$ cat src/hw/mcalu_pkg.sv
// Execution unit shared definitions
`default_nettype none

package mcalu_pkg;

  localparam int xlen = 32;

  // Field view of the opcode
  typedef struct packed {
    logic [1:0] cls;     // 3 = multi-cycle
    logic       is_div;  // Divider when set
    logic [1:0] func;    // Variant within the unit
  } mc_op_f_t;

  // One opcode word, decoded plain or by fields
  typedef union packed {
    logic [4:0] code;
    mc_op_f_t   f;
  } mc_op_u;

  localparam logic [1:0] cls_mc = 2'd3;

  // Single-cycle operations
  localparam logic [4:0] op_add    = 5'd0;
  localparam logic [4:0] op_sub    = 5'd1;
  localparam logic [4:0] op_sll    = 5'd2;
  localparam logic [4:0] op_slt    = 5'd3;
  localparam logic [4:0] op_sltu   = 5'd4;
  localparam logic [4:0] op_xor    = 5'd5;
  localparam logic [4:0] op_srl    = 5'd6;
  localparam logic [4:0] op_sra    = 5'd7;
  localparam logic [4:0] op_or     = 5'd8;
  localparam logic [4:0] op_and    = 5'd9;
  localparam logic [4:0] op_pass   = 5'd10;

  // Multiplier
  localparam logic [4:0] op_mul    = 5'd24;
  localparam logic [4:0] op_mulh   = 5'd25;
  localparam logic [4:0] op_mulhsu = 5'd26;
  localparam logic [4:0] op_mulhu  = 5'd27;

  // Divider
  localparam logic [4:0] op_div    = 5'd28;
  localparam logic [4:0] op_divu   = 5'd29;
  localparam logic [4:0] op_rem    = 5'd30;
  localparam logic [4:0] op_remu   = 5'd31;

endpackage

`default_nettype wire

$ cat src/hw/alu_simple.sv
// Single-cycle integer ALU
`default_nettype none
`timescale 1ns/100ps

module alu_simple import mcalu_pkg::*; (
  input  mc_op_u            op,
  input  logic [xlen-1:0]   op1,
  input  logic [xlen-1:0]   op2,
  output logic [xlen-1:0]   result
);

  localparam int sh_w = $clog2(xlen);

  logic [sh_w-1:0] shamt;
  logic            lt_s;
  logic            lt_u;

  assign shamt = op2[sh_w-1:0];  // Low bits only
  assign lt_s  = $signed(op1) < $signed(op2);
  assign lt_u  = op1 < op2;

  always_comb begin
    case (op.code)
      op_add:  result = op1 + op2;
      op_sub:  result = op1 - op2;
      op_sll:  result = op1 << shamt;
      op_slt:  result = {{(xlen-1){1'b0}}, lt_s};
      op_sltu: result = {{(xlen-1){1'b0}}, lt_u};
      op_xor:  result = op1 ^ op2;
      op_srl:  result = op1 >> shamt;
      op_sra:  result = $unsigned($signed(op1) >>> shamt);
      op_or:   result = op1 | op2;
      op_and:  result = op1 & op2;
      op_pass: result = op2;
      default: result = '0;  // Multi-cycle codes land elsewhere
    endcase
  end

endmodule

`default_nettype wire

$ cat src/hw/div.sv
// Iterative restoring divider
`default_nettype none
`timescale 1ns/100ps

module div import mcalu_pkg::*; (
  input  logic              clk,
  input  logic              rst_n,
  input  logic              flush,
  input  logic              req,
  input  logic [1:0]        func,
  input  logic [xlen-1:0]   op1,
  input  logic [xlen-1:0]   op2,
  input  logic              hold,
  output logic              done,
  output logic [xlen-1:0]   result
);

  typedef enum logic [1:0] {s_idle, s_busy, s_fin} state_t;

  state_t                  state;
  logic [$clog2(xlen)-1:0] cnt;
  logic [xlen-1:0]         quo_q;
  logic [xlen-1:0]         rem_q;
  logic [xlen-1:0]         dvsr;
  logic [xlen:0]           trial;
  logic                    q_neg;
  logic                    r_neg;
  logic                    want_rem;
  logic                    is_signed;
  logic                    div_zero;
  logic [xlen-1:0]         mag1;
  logic [xlen-1:0]         mag2;
  logic [xlen-1:0]         quo_fix;
  logic [xlen-1:0]         rem_fix;

  assign is_signed = (func == op_div[1:0]) || (func == op_rem[1:0]);
  assign div_zero  = op2 == '0;
  assign mag1 = (is_signed && op1[xlen-1]) ? -op1 : op1;
  assign mag2 = (is_signed && op2[xlen-1]) ? -op2 : op2;

  always_ff @(posedge clk or negedge rst_n) begin
    if (!rst_n) begin
      state <= s_idle;
      cnt   <= '0;
    end else if (flush) begin
      state <= s_idle;
      cnt   <= '0;
    end else begin
      case (state)
        s_idle: if (req) begin
          state <= s_busy;
          cnt   <= '0;
        end
        s_busy: begin
          cnt <= cnt + 1'b1;
          if (cnt == '1) state <= s_fin;
        end
        s_fin:   if (req && !hold) state <= s_idle;
        default: state <= s_idle;
      endcase
    end
  end

  // Shift in next dividend bit and try subtracting
  assign trial = {rem_q, quo_q[xlen-1]} - {1'b0, dvsr};

  always_ff @(posedge clk) begin
    if (state == s_idle && req) begin
      quo_q    <= mag1;
      rem_q    <= '0;
      dvsr     <= mag2;
      q_neg    <= is_signed & (op1[xlen-1] ^ op2[xlen-1]) & ~div_zero;  // Keep all ones on /0
      r_neg    <= is_signed & op1[xlen-1];
      want_rem <= (func == op_rem[1:0]) || (func == op_remu[1:0]);
    end else if (state == s_busy) begin
      if (!trial[xlen]) begin
        rem_q <= trial[xlen-1:0];
        quo_q <= {quo_q[xlen-2:0], 1'b1};
      end else begin
        rem_q <= {rem_q[xlen-2:0], quo_q[xlen-1]};  // Restore
        quo_q <= {quo_q[xlen-2:0], 1'b0};
      end
    end
  end

  // Overflow case falls out of the magnitude path unchanged
  assign quo_fix = q_neg ? -quo_q : quo_q;
  assign rem_fix = r_neg ? -rem_q : rem_q;
  assign done    = state == s_fin;
  assign result  = want_rem ? rem_fix : quo_fix;

endmodule

`default_nettype wire

$ cat src/hw/exec_unit_top.sv
// Execution unit with writeback stage
`default_nettype none
`timescale 1ns/100ps

module exec_unit_top import mcalu_pkg::*; #(
  parameter int robid_w = 7,
  parameter int rd_w    = 6
) (
  input  logic               clk,
  input  logic               rst_n,
  input  logic               flush,
  input  logic               issue,
  input  mc_op_u             op,
  input  logic [robid_w-1:0] robid,
  input  logic [rd_w-1:0]    rd,
  input  logic [xlen-1:0]    op1,
  input  logic [xlen-1:0]    op2,
  output logic               stall,
  input  logic               wb_stall,
  output logic               wb_valid,
  output logic [robid_w-1:0] wb_robid,
  output logic [rd_w-1:0]    wb_rd,
  output logic [xlen-1:0]    wb_result
);

  logic               mcalu_valid;
  logic [robid_w-1:0] mcalu_robid;
  logic [rd_w-1:0]    mcalu_rd;
  logic [xlen-1:0]    mcalu_result;
  logic               hold;

  mcalu #(.robid_w(robid_w), .rd_w(rd_w)) u_mcalu (
    .clk          (clk),
    .rst_n        (rst_n),
    .flush        (flush),
    .issue        (issue),
    .op           (op),
    .robid        (robid),
    .rd           (rd),
    .op1          (op1),
    .op2          (op2),
    .hold         (hold),
    .stall        (stall),
    .mcalu_valid  (mcalu_valid),
    .mcalu_robid  (mcalu_robid),
    .mcalu_rd     (mcalu_rd),
    .mcalu_result (mcalu_result)
  );

  wb_stage #(.robid_w(robid_w), .rd_w(rd_w)) u_wb (
    .clk       (clk),
    .rst_n     (rst_n),
    .wb_stall  (wb_stall),
    .in_valid  (mcalu_valid),
    .in_robid  (mcalu_robid),
    .in_rd     (mcalu_rd),
    .in_result (mcalu_result),
    .hold      (hold),
    .wb_valid  (wb_valid),
    .wb_robid  (wb_robid),
    .wb_rd     (wb_rd),
    .wb_result (wb_result)
  );

endmodule

`default_nettype wire

$ cat src/hw/mcalu.sv
// Multi-cycle integer execution unit
`default_nettype none
`timescale 1ns/100ps

module mcalu import mcalu_pkg::*; #(
  parameter int robid_w = 7,
  parameter int rd_w    = 6
) (
  input  logic               clk,
  input  logic               rst_n,
  input  logic               flush,
  input  logic               issue,
  input  mc_op_u             op,
  input  logic [robid_w-1:0] robid,
  input  logic [rd_w-1:0]    rd,
  input  logic [xlen-1:0]    op1,
  input  logic [xlen-1:0]    op2,
  input  logic               hold,
  output logic               stall,
  output logic               mcalu_valid,
  output logic [robid_w-1:0] mcalu_robid,
  output logic [rd_w-1:0]    mcalu_rd,
  output logic [xlen-1:0]    mcalu_result
);

  logic            valid;
  mc_op_u          op_q;
  logic [xlen-1:0] op1_q;
  logic [xlen-1:0] op2_q;
  logic            is_mc;
  logic            mul_req;
  logic            div_req;
  logic            mul_done;
  logic            div_done;
  logic            done;
  logic [xlen-1:0] sc_result;
  logic [xlen-1:0] mul_result;
  logic [xlen-1:0] div_result;

  always_ff @(posedge clk or negedge rst_n) begin
    if (!rst_n) begin
      valid <= 1'b0;
    end else if (flush) begin
      valid <= 1'b0;
    end else if (!stall) begin
      valid <= issue;
    end
  end

  always_ff @(posedge clk) begin
    if (!stall) begin
      op_q        <= op;
      mcalu_robid <= robid;
      mcalu_rd    <= rd;
      op1_q       <= op1;
      op2_q       <= op2;
    end
  end

  assign is_mc   = op_q.f.cls == cls_mc;
  assign mul_req = valid & is_mc & ~op_q.f.is_div;  // Level while latched
  assign div_req = valid & is_mc & op_q.f.is_div;
  assign done    = ~is_mc | (op_q.f.is_div ? div_done : mul_done);

  assign mcalu_valid = valid & done;
  assign stall       = valid & (~done | hold);

  always_comb begin
    if (!is_mc) mcalu_result = sc_result;
    else if (op_q.f.is_div) mcalu_result = div_result;
    else mcalu_result = mul_result;
  end

  alu_simple u_alu (
    .op     (op_q),
    .op1    (op1_q),
    .op2    (op2_q),
    .result (sc_result)
  );

  mul u_mul (
    .clk    (clk),
    .rst_n  (rst_n),
    .flush  (flush),
    .req    (mul_req),
    .func   (op_q.f.func),
    .op1    (op1_q),
    .op2    (op2_q),
    .hold   (hold),
    .done   (mul_done),
    .result (mul_result)
  );

  div u_div (
    .clk    (clk),
    .rst_n  (rst_n),
    .flush  (flush),
    .req    (div_req),
    .func   (op_q.f.func),
    .op1    (op1_q),
    .op2    (op2_q),
    .hold   (hold),
    .done   (div_done),
    .result (div_result)
  );

endmodule

`default_nettype wire

$ cat src/hw/mul.sv
// Iterative shift-add multiplier
`default_nettype none
`timescale 1ns/100ps

module mul import mcalu_pkg::*; (
  input  logic              clk,
  input  logic              rst_n,
  input  logic              flush,
  input  logic              req,
  input  logic [1:0]        func,
  input  logic [xlen-1:0]   op1,
  input  logic [xlen-1:0]   op2,
  input  logic              hold,
  output logic              done,
  output logic [xlen-1:0]   result
);

  typedef enum logic [1:0] {s_idle, s_busy, s_fin} state_t;

  state_t                  state;
  logic [$clog2(xlen)-1:0] cnt;
  logic [xlen-1:0]         mcand;
  logic [2*xlen-1:0]       prod;
  logic [2*xlen-1:0]       prod_fix;
  logic [xlen:0]           sum;
  logic                    neg;
  logic                    want_hi;
  logic                    op1_signed;
  logic                    op2_signed;
  logic [xlen-1:0]         mag1;
  logic [xlen-1:0]         mag2;

  assign op1_signed = (func == op_mulh[1:0]) || (func == op_mulhsu[1:0]);
  assign op2_signed = (func == op_mulh[1:0]);
  assign mag1 = (op1_signed && op1[xlen-1]) ? -op1 : op1;
  assign mag2 = (op2_signed && op2[xlen-1]) ? -op2 : op2;

  always_ff @(posedge clk or negedge rst_n) begin
    if (!rst_n) begin
      state <= s_idle;
      cnt   <= '0;
    end else if (flush) begin
      state <= s_idle;
      cnt   <= '0;
    end else begin
      case (state)
        s_idle: if (req) begin
          state <= s_busy;
          cnt   <= '0;
        end
        s_busy: begin
          cnt <= cnt + 1'b1;
          if (cnt == '1) state <= s_fin;  // 32 steps done
        end
        s_fin:   if (req && !hold) state <= s_idle;
        default: state <= s_idle;
      endcase
    end
  end

  // Add multiplicand into upper half, then shift right
  assign sum = {1'b0, prod[2*xlen-1:xlen]} + (prod[0] ? {1'b0, mcand} : '0);

  always_ff @(posedge clk) begin
    if (state == s_idle && req) begin
      mcand   <= mag1;
      prod    <= {{xlen{1'b0}}, mag2};
      neg     <= (op1_signed & op1[xlen-1]) ^ (op2_signed & op2[xlen-1]);
      want_hi <= func != op_mul[1:0];
    end else if (state == s_busy) begin
      prod <= {sum, prod[xlen-1:1]};
    end
  end

  assign prod_fix = neg ? -prod : prod;
  assign done     = state == s_fin;
  assign result   = want_hi ? prod_fix[2*xlen-1:xlen] : prod_fix[xlen-1:0];

endmodule

`default_nettype wire

$ cat src/hw/wb_stage.sv
// Writeback result register
`default_nettype none
`timescale 1ns/100ps

module wb_stage import mcalu_pkg::*; #(
  parameter int robid_w = 7,
  parameter int rd_w    = 6
) (
  input  logic               clk,
  input  logic               rst_n,
  input  logic               wb_stall,
  input  logic               in_valid,
  input  logic [robid_w-1:0] in_robid,
  input  logic [rd_w-1:0]    in_rd,
  input  logic [xlen-1:0]    in_result,
  output logic               hold,
  output logic               wb_valid,
  output logic [robid_w-1:0] wb_robid,
  output logic [rd_w-1:0]    wb_rd,
  output logic [xlen-1:0]    wb_result
);

  logic load;

  assign hold = wb_valid & wb_stall;  // Full and blocked
  assign load = in_valid & ~hold;

  always_ff @(posedge clk or negedge rst_n) begin
    if (!rst_n) begin
      wb_valid <= 1'b0;
    end else if (load) begin
      wb_valid <= 1'b1;
    end else if (!wb_stall) begin
      wb_valid <= 1'b0;  // Drained, nothing new
    end
  end

  always_ff @(posedge clk) begin
    if (load) begin
      wb_robid  <= in_robid;
      wb_rd     <= in_rd;
      wb_result <= in_result;
    end
  end

endmodule

`default_nettype wire

$ cat config.mk
export PLATFORM = sky130hd
export DESIGN_NAME = exec_unit_top
export DESIGN_NICKNAME = d
export VERILOG_FILES = /design/src/hw/mcalu_pkg.sv /design/src/hw/alu_simple.sv /design/src/hw/div.sv /design/src/hw/exec_unit_top.sv /design/src/hw/mcalu.sv /design/src/hw/mul.sv /design/src/hw/wb_stage.sv
export SDC_FILE = /design/constraint.sdc
export NUM_CORES = 2
export LEC_CHECK = 0
export ABC_AREA = 0
export ABC_CLOCK_PERIOD_IN_PS = 6240
export BUFFER_PORTS_ARGS = -buffer_cell sky130_fd_sc_hd__buf_2
export CORE_ASPECT_RATIO = 0.5
export CORE_MARGIN = 2
export CORE_UTILIZATION = 50
export DETAILED_ROUTE_END_ITERATION = 7
export GPL_TIMING_DRIVEN = 0
export PLACE_DENSITY = 0.69
export SYNTH_ARGS = -nofsm -noshare
export SYNTH_HDL_FRONTEND = slang
export SYNTH_SLANG_ARGS = --single-unit
export TNS_END_PERCENT = 20
$ cat constraint.sdc
create_clock -name clk -period 6.24 [get_ports clk]
set_input_delay 0.312 -clock clk [delete_from_list [all_inputs] [get_ports clk]]
set_output_delay 0.312 -clock clk [all_outputs]
set_load 0.01 [all_outputs]
# Word-level counts from Yosys, hierarchy flattened
# Index checks and enable logic that the tools add are counted.
op_classes:
  add_sub_neg: 11
  order_cmp: 2
  n_eq_ne: 28
  shift: 3
  muxes: 40
  bitwise: 24
  n_reduce_logical: 26
op_table:
  columns: ["operator", "n"]
  rows:
  - ["32-bit two-way mux", 16]
  - ["32-bit case mux with 11 select lines", 1]
  - ["32-bit negation", 4]
  - ["32-bit < comparator", 2]
  - ["64-bit two-way mux", 1]
  - ["64-bit negation", 1]
  - ["32-bit by 32-bit adder with 33-bit output", 1]
  - ["33-bit by 32-bit subtractor with 33-bit output", 1]
  - ["32-bit adder", 1]
  - ["32-bit AND", 1]
  - ["32-bit zero test", 1]
  - ["32-bit bitwise OR", 1]
  - ["32-bit by 5-bit << shifter with 32-bit output", 1]
  - ["32-bit by 5-bit >> shifter with 32-bit output", 1]
  - ["32-bit by 5-bit >>> shifter with 32-bit output", 1]
  - ["32-bit subtractor", 1]
  - ["32-bit XOR", 1]
  - ["5-bit by 3-bit equality test with 1-bit output, second input constant", 4]
  - ["5-bit two-way mux", 4]
  - ["5-bit case mux with 2 select lines", 2]
  - ["3-bit inequality test, second input constant", 6]
  - ["2-bit two-way mux", 8]
  - ["5-bit by 4-bit equality test with 1-bit output, second input constant", 3]
  - ["1-bit AND", 12]
  - ["other kinds (22)", 59]
word_totals:
  register_bits: 340
  inputBits: 87

# Depth between registers and ports, before layout
logic_depth:
  word_depth: 8
  mapped_depth: 15
  ltp_nobuf: 13

# By module
# Synthesis repeated with hierarchy kept, for this count alone.
unflattened:
  hier_cells: 3681
  area_unflattened_um2: 30785.8
modules_own_cells:
  columns: ["mod", "n_inst", "cells_each", "area_per_inst_um2"]
  rows:
  - ["alu_simple", 1, 1343, 8730.9]
  - ["mul", 1, 1042, 8645.8]
  - ["div", 1, 1039, 8557.0]
  - ["mcalu", 1, 208, 3450.8]
  - ["wb_stage", 1, 49, 1401.3]

# Worst setup path after synthesis
# OpenSTA, ideal clock, no wires.
synth_path:
  kind: "reg-to-reg"
  startpoint: "register u_mcalu.op2_q[2]"
  endpoint: "register u_wb.wb_result[24], data pin"
  setup_time_ns: 0.263
  arrival_ns: 4.572
  t_required_ns: 5.977
  path_slack_ns: 1.405
  stages_incl_launch_ff: 15
  path_buffers: 4
  synth_period_minus_slack_ns: 4.835
  cell_sequence: "edfxtp_1 -> inv_1 -> clkbuf_1 -> buf_1 -> clkbuf_1 -> ha_1 -> clkbuf_1 -> a21o_1 -> a2111oi_2 -> o211ai_1 -> a221o_1 -> a221o_1 -> a211o_1 -> a221o_1 -> a2111o_1"
synth_via:
  elab_chain_len: 3
  word_cells_on_any_way: 7
synth_lines:
  columns: ["element", "line", "rtl"]
  rows:
  - ["start, declared", "mcalu.sv:29", "logic [xlen-1:0] op2_q;"]
  - ["start signal, assigned", "mcalu.sv:56", "op2_q <= op2;"]
  - ["32-bit subtractor (tied with other cells)", "alu_simple.sv:25", "op_sub: result = op1 - op2;"]
  - ["32-bit case mux with 11 select lines *", "alu_simple.sv:23", "case (op.code)"]
  - ["32-bit two-way mux *", "mcalu.sv:69", "if (!is_mc) mcalu_result = sc_result;"]
  - ["net mcalu_result[24]", "exec_unit_top.sv:29", "logic [xlen-1:0] mcalu_result;"]
  - ["end signal, assigned", "wb_stage.sv:42", "wb_result <= in_result;"]
  - ["end, declared", "wb_stage.sv:20", "output logic [xlen-1:0] wb_result"]
# Mark *: on every way through the listed nets, which the timed path passes. The rest lies on a longest branch.
# A chain may end at the register's enable or synchronous reset.

# Worst setup path after layout
layout_path:
  startpoint: "register u_mcalu.op2_q[0]"
  endpoint: "register u_wb.wb_result[30], data pin"
# Same word-level chain as after synthesis.

==> metrics <==
clk buf depth=3; die width=352 µm; global-route wire length before repair=220000 µm; kind of critical path=reg2reg; area grow syn2layout=12.8%; Synth Area in Adders=7.76%; Pwr Total=8.48 mW; worst path arrival time=6580 ps; WP data required=6550 ps; setup ws final=-28.9 ps; Simple-Gate Fraction of Synth Area=18.5%; fin crit period=6270 ps; post-route cell area=34100 µm²; Yosys reg bits=340; Post-synth top cells=nand2_1, nor2_1, o21ai_0, a21oi_1, edfxtp_1; status=finished, violations left; Yosys top cell area share=25.8%; gr usage total=49.7%; top_reg_cell synth=edfxtp_1; Lkg Pwr=13.4 nW; Setup crit start kind=flip-flop; Cell variety after synth=85; Largest stage delay, worst path=810 ps; YS warnings=0; Nets=4172; Via density=7.17; Post-synth EDFFs=260; cells after synthesis=3637; Clock Latency Late Sink=590 ps; GPL Wtd Cong=1.15; initial DRC count=6882; Crit path max-delay family=compound AO/OA/AOI/OAI gates; Least-Margin Pin Slew=1610 ps; CP endpoint kind=flip-flop; Synth Area in Compound Gates=23.8%; fin. max-slew vios=2; drt drc=20; final cycle utilization of the critical path=100%; Max-Cap Viols=2; worst reg2reg startpoint=u_mcalu.op2_q[0]; # IOs=134; CP cell instances=buf_1, inv_1, clkbuf_1, clkbuf_1, ha_1, a21oi_1, a21o_1, o21ai_0, a21o_1, a2111oi_0, o221ai_1, o21bai_1; Worst Skew=27.6 ps; PwrDens=249 nW/µm²; Starting Density=50.8%; peak supply drop=0.270 mV; core box area=59500 µm²; Final Hold Fails=0; CTS Sinks=340; root buf cell=clkbuf_16; Max Clk Rate=160 MHz; DR pass1 iterations=8; Hold Crit Class=in2reg; FP Rows=63; ys async rst share=4.71%; vias=34005; CP bufs+invs=4; leading area contributor after synthesis=edfxtp_1; vias in the first global route=30319; initial antenna violation count=15; final design utilization=57.3%; unrepaired setup endpoints after global routing=no; WL/cell=33.9 µm; worst slew margin relative to its limit=-7.26%; dpl hpwl=125000 µm; die height=178 µm; Total Wirelength=161000 µm; CP max stage cell=a2111oi_0; Final Non-Filler Cells=4742; total die area=62600 µm²; Synth area leaders=edfxtp_1, ha_1, xnor2_1; Placed Area=32000 µm²; layout cell share with drive strength beyond 1=7.82%; syn nets=3909; largest family of logic cells by synthesized area=compound AO/OA/AOI/OAI gates; largest net degree at the start of global routing=68; Syn Area/Cell=8.31 µm²; Synth Area in XOR/XNOR=8.26%; CTS Buf Count=34; post-synthesis sequential area ratio=31.4%; global route overflow=0; failing checks=DRC, capacitance limit, slew limit, setup timing; mux contribution to synthesized area=5.07%; Crit. Startpoint=u_mcalu.op2_q[0]; IO buf count=133; Final ANT Viol Nets=0; H-tree depth=2; cell area after technology mapping=30200 µm²; Worst-path clk slew=60 ps; CTS tree=done; hold_sp=wb_stall; count leader, synth=nand2_1; final setup fails=1; Crit Path Max Fanout=12; placed cell count=4590
through the flow:
stage	setup slack [ps]	TNS, ps	hold WS, ps
6_report	-28.9	-28.9	10.7
5_1_grt	117	0	5.69
4_1_cts	93.2	0	0.0327
3_5_place_dp	-833	-4190	241
3_3_place_gp	-937	-5580	231
2_1_floorplan	1410	0	16.4
power breakdown:
part           total, mW  leakage (nW)  internal, mW  switching (mW)
clock network       2.24         0.565          1.23            1.01
registers           3.01          3.23          2.66           0.347
logic               3.24          9.63          1.04            2.20
total               8.48          13.4          4.93            3.55
state kept, by name, summed over array words and instances, names as in the netlist, 32 cells and up:
register             cells
u_mcalu.u_div.quo_q     32
u_mcalu.u_div.rem_q     32
u_mcalu.op2_q           32
u_wb.wb_result          32
u_mcalu.op1_q           32
u_mcalu.u_mul.mcand     32
u_mcalu.u_mul.prod      64
u_mcalu.u_div.dvsr      32
layout make-up:
class	count	area (µm²)
diodes	4	10.0
well taps	812	1020
fillers	5288	25400
plain buffers	245	946
clock buffers	42	922
multi-input cells	2878	19200
flip-flops and latches	340	9490
repair buffers	229	1650
inverters	172	653
clock inverters	20	231
placed cells by master, fill, tap and decap left out, types with 18 or more instances in the layout:
cell type        n
nand2_1        421
nor2_1         310
o21ai_0        272
a21oi_1        262
edfxtp_1       260
clkbuf_1       216
xnor2_1        202
ha_1           181
inv_1          167
buf_2          145
dlygate4sd3_1   85
xor2_1          83
nand3_1         76
nor3_1          72
o211ai_1        67
dfxtp_1         64
mux2i_1         62
a21o_1          58
o31ai_1         56
and2_1          49
nand4_1         46
a211oi_1        44
a221oi_1        41
o21bai_1        35
clkbuf_16       35
or3_1           31
a31oi_1         30
mux4_2          30
a22oi_1         30
nor4_1          29
a221o_1         29
and3_1          27
nand2b_1        26
or4_1           26
mux2_2          21
o22ai_1         20
buf_1           20
or2_2           20
nor2b_1         18
o221ai_1        18
kinds of logic (layout without fill, tap and decap cells):
family	after synthesis	count (layout)
AOI/OAI and AO/OA	1102	1102
xor gates and xnor gates	285	285
adders and majority gates	185	185
other	0	4
muxes	113	113
and+or+nand+nor	1193	1193
DFF	340	340
buffers and inverters	419	708
worst paths after layout:
| path | endpoint | slack [ps] | cells past startpoint |
|---|---|---|---|
| worst max-delay path | u_wb.wb_result[30] | -30 | 12 |
| worst min-delay path | u_wb.wb_valid | 10 | 2 |
| worst max register to register | u_wb.wb_result[30] | -30 | 12 |
| worst min register to register | u_wb.wb_robid[2] | 420 | 0 |
| max in group asynchronous | u_mcalu.valid | 5750 | 2 |
| min in group asynchronous | u_mcalu.u_mul.cnt[2] | 220 | 2 |
routing by layer:
metal  wire (µm)  vias up  track usage, %
li1            -    13919               -
met1       62300    16388            66.5
met2       60000     3113            66.1
met3       30200      566            27.0
met4        7730       19            18.7
met5         298        -               0
repair_timing:
item	4_1_cts	5_1_grt
setup buffers	0	3
endpoints found under the setup margin	14	31
hold buffers	85	0
hold endpoints to repair	104	0
pin swaps	0	0
resized for setup	9	2
Power figures use the tool's default switching activity.
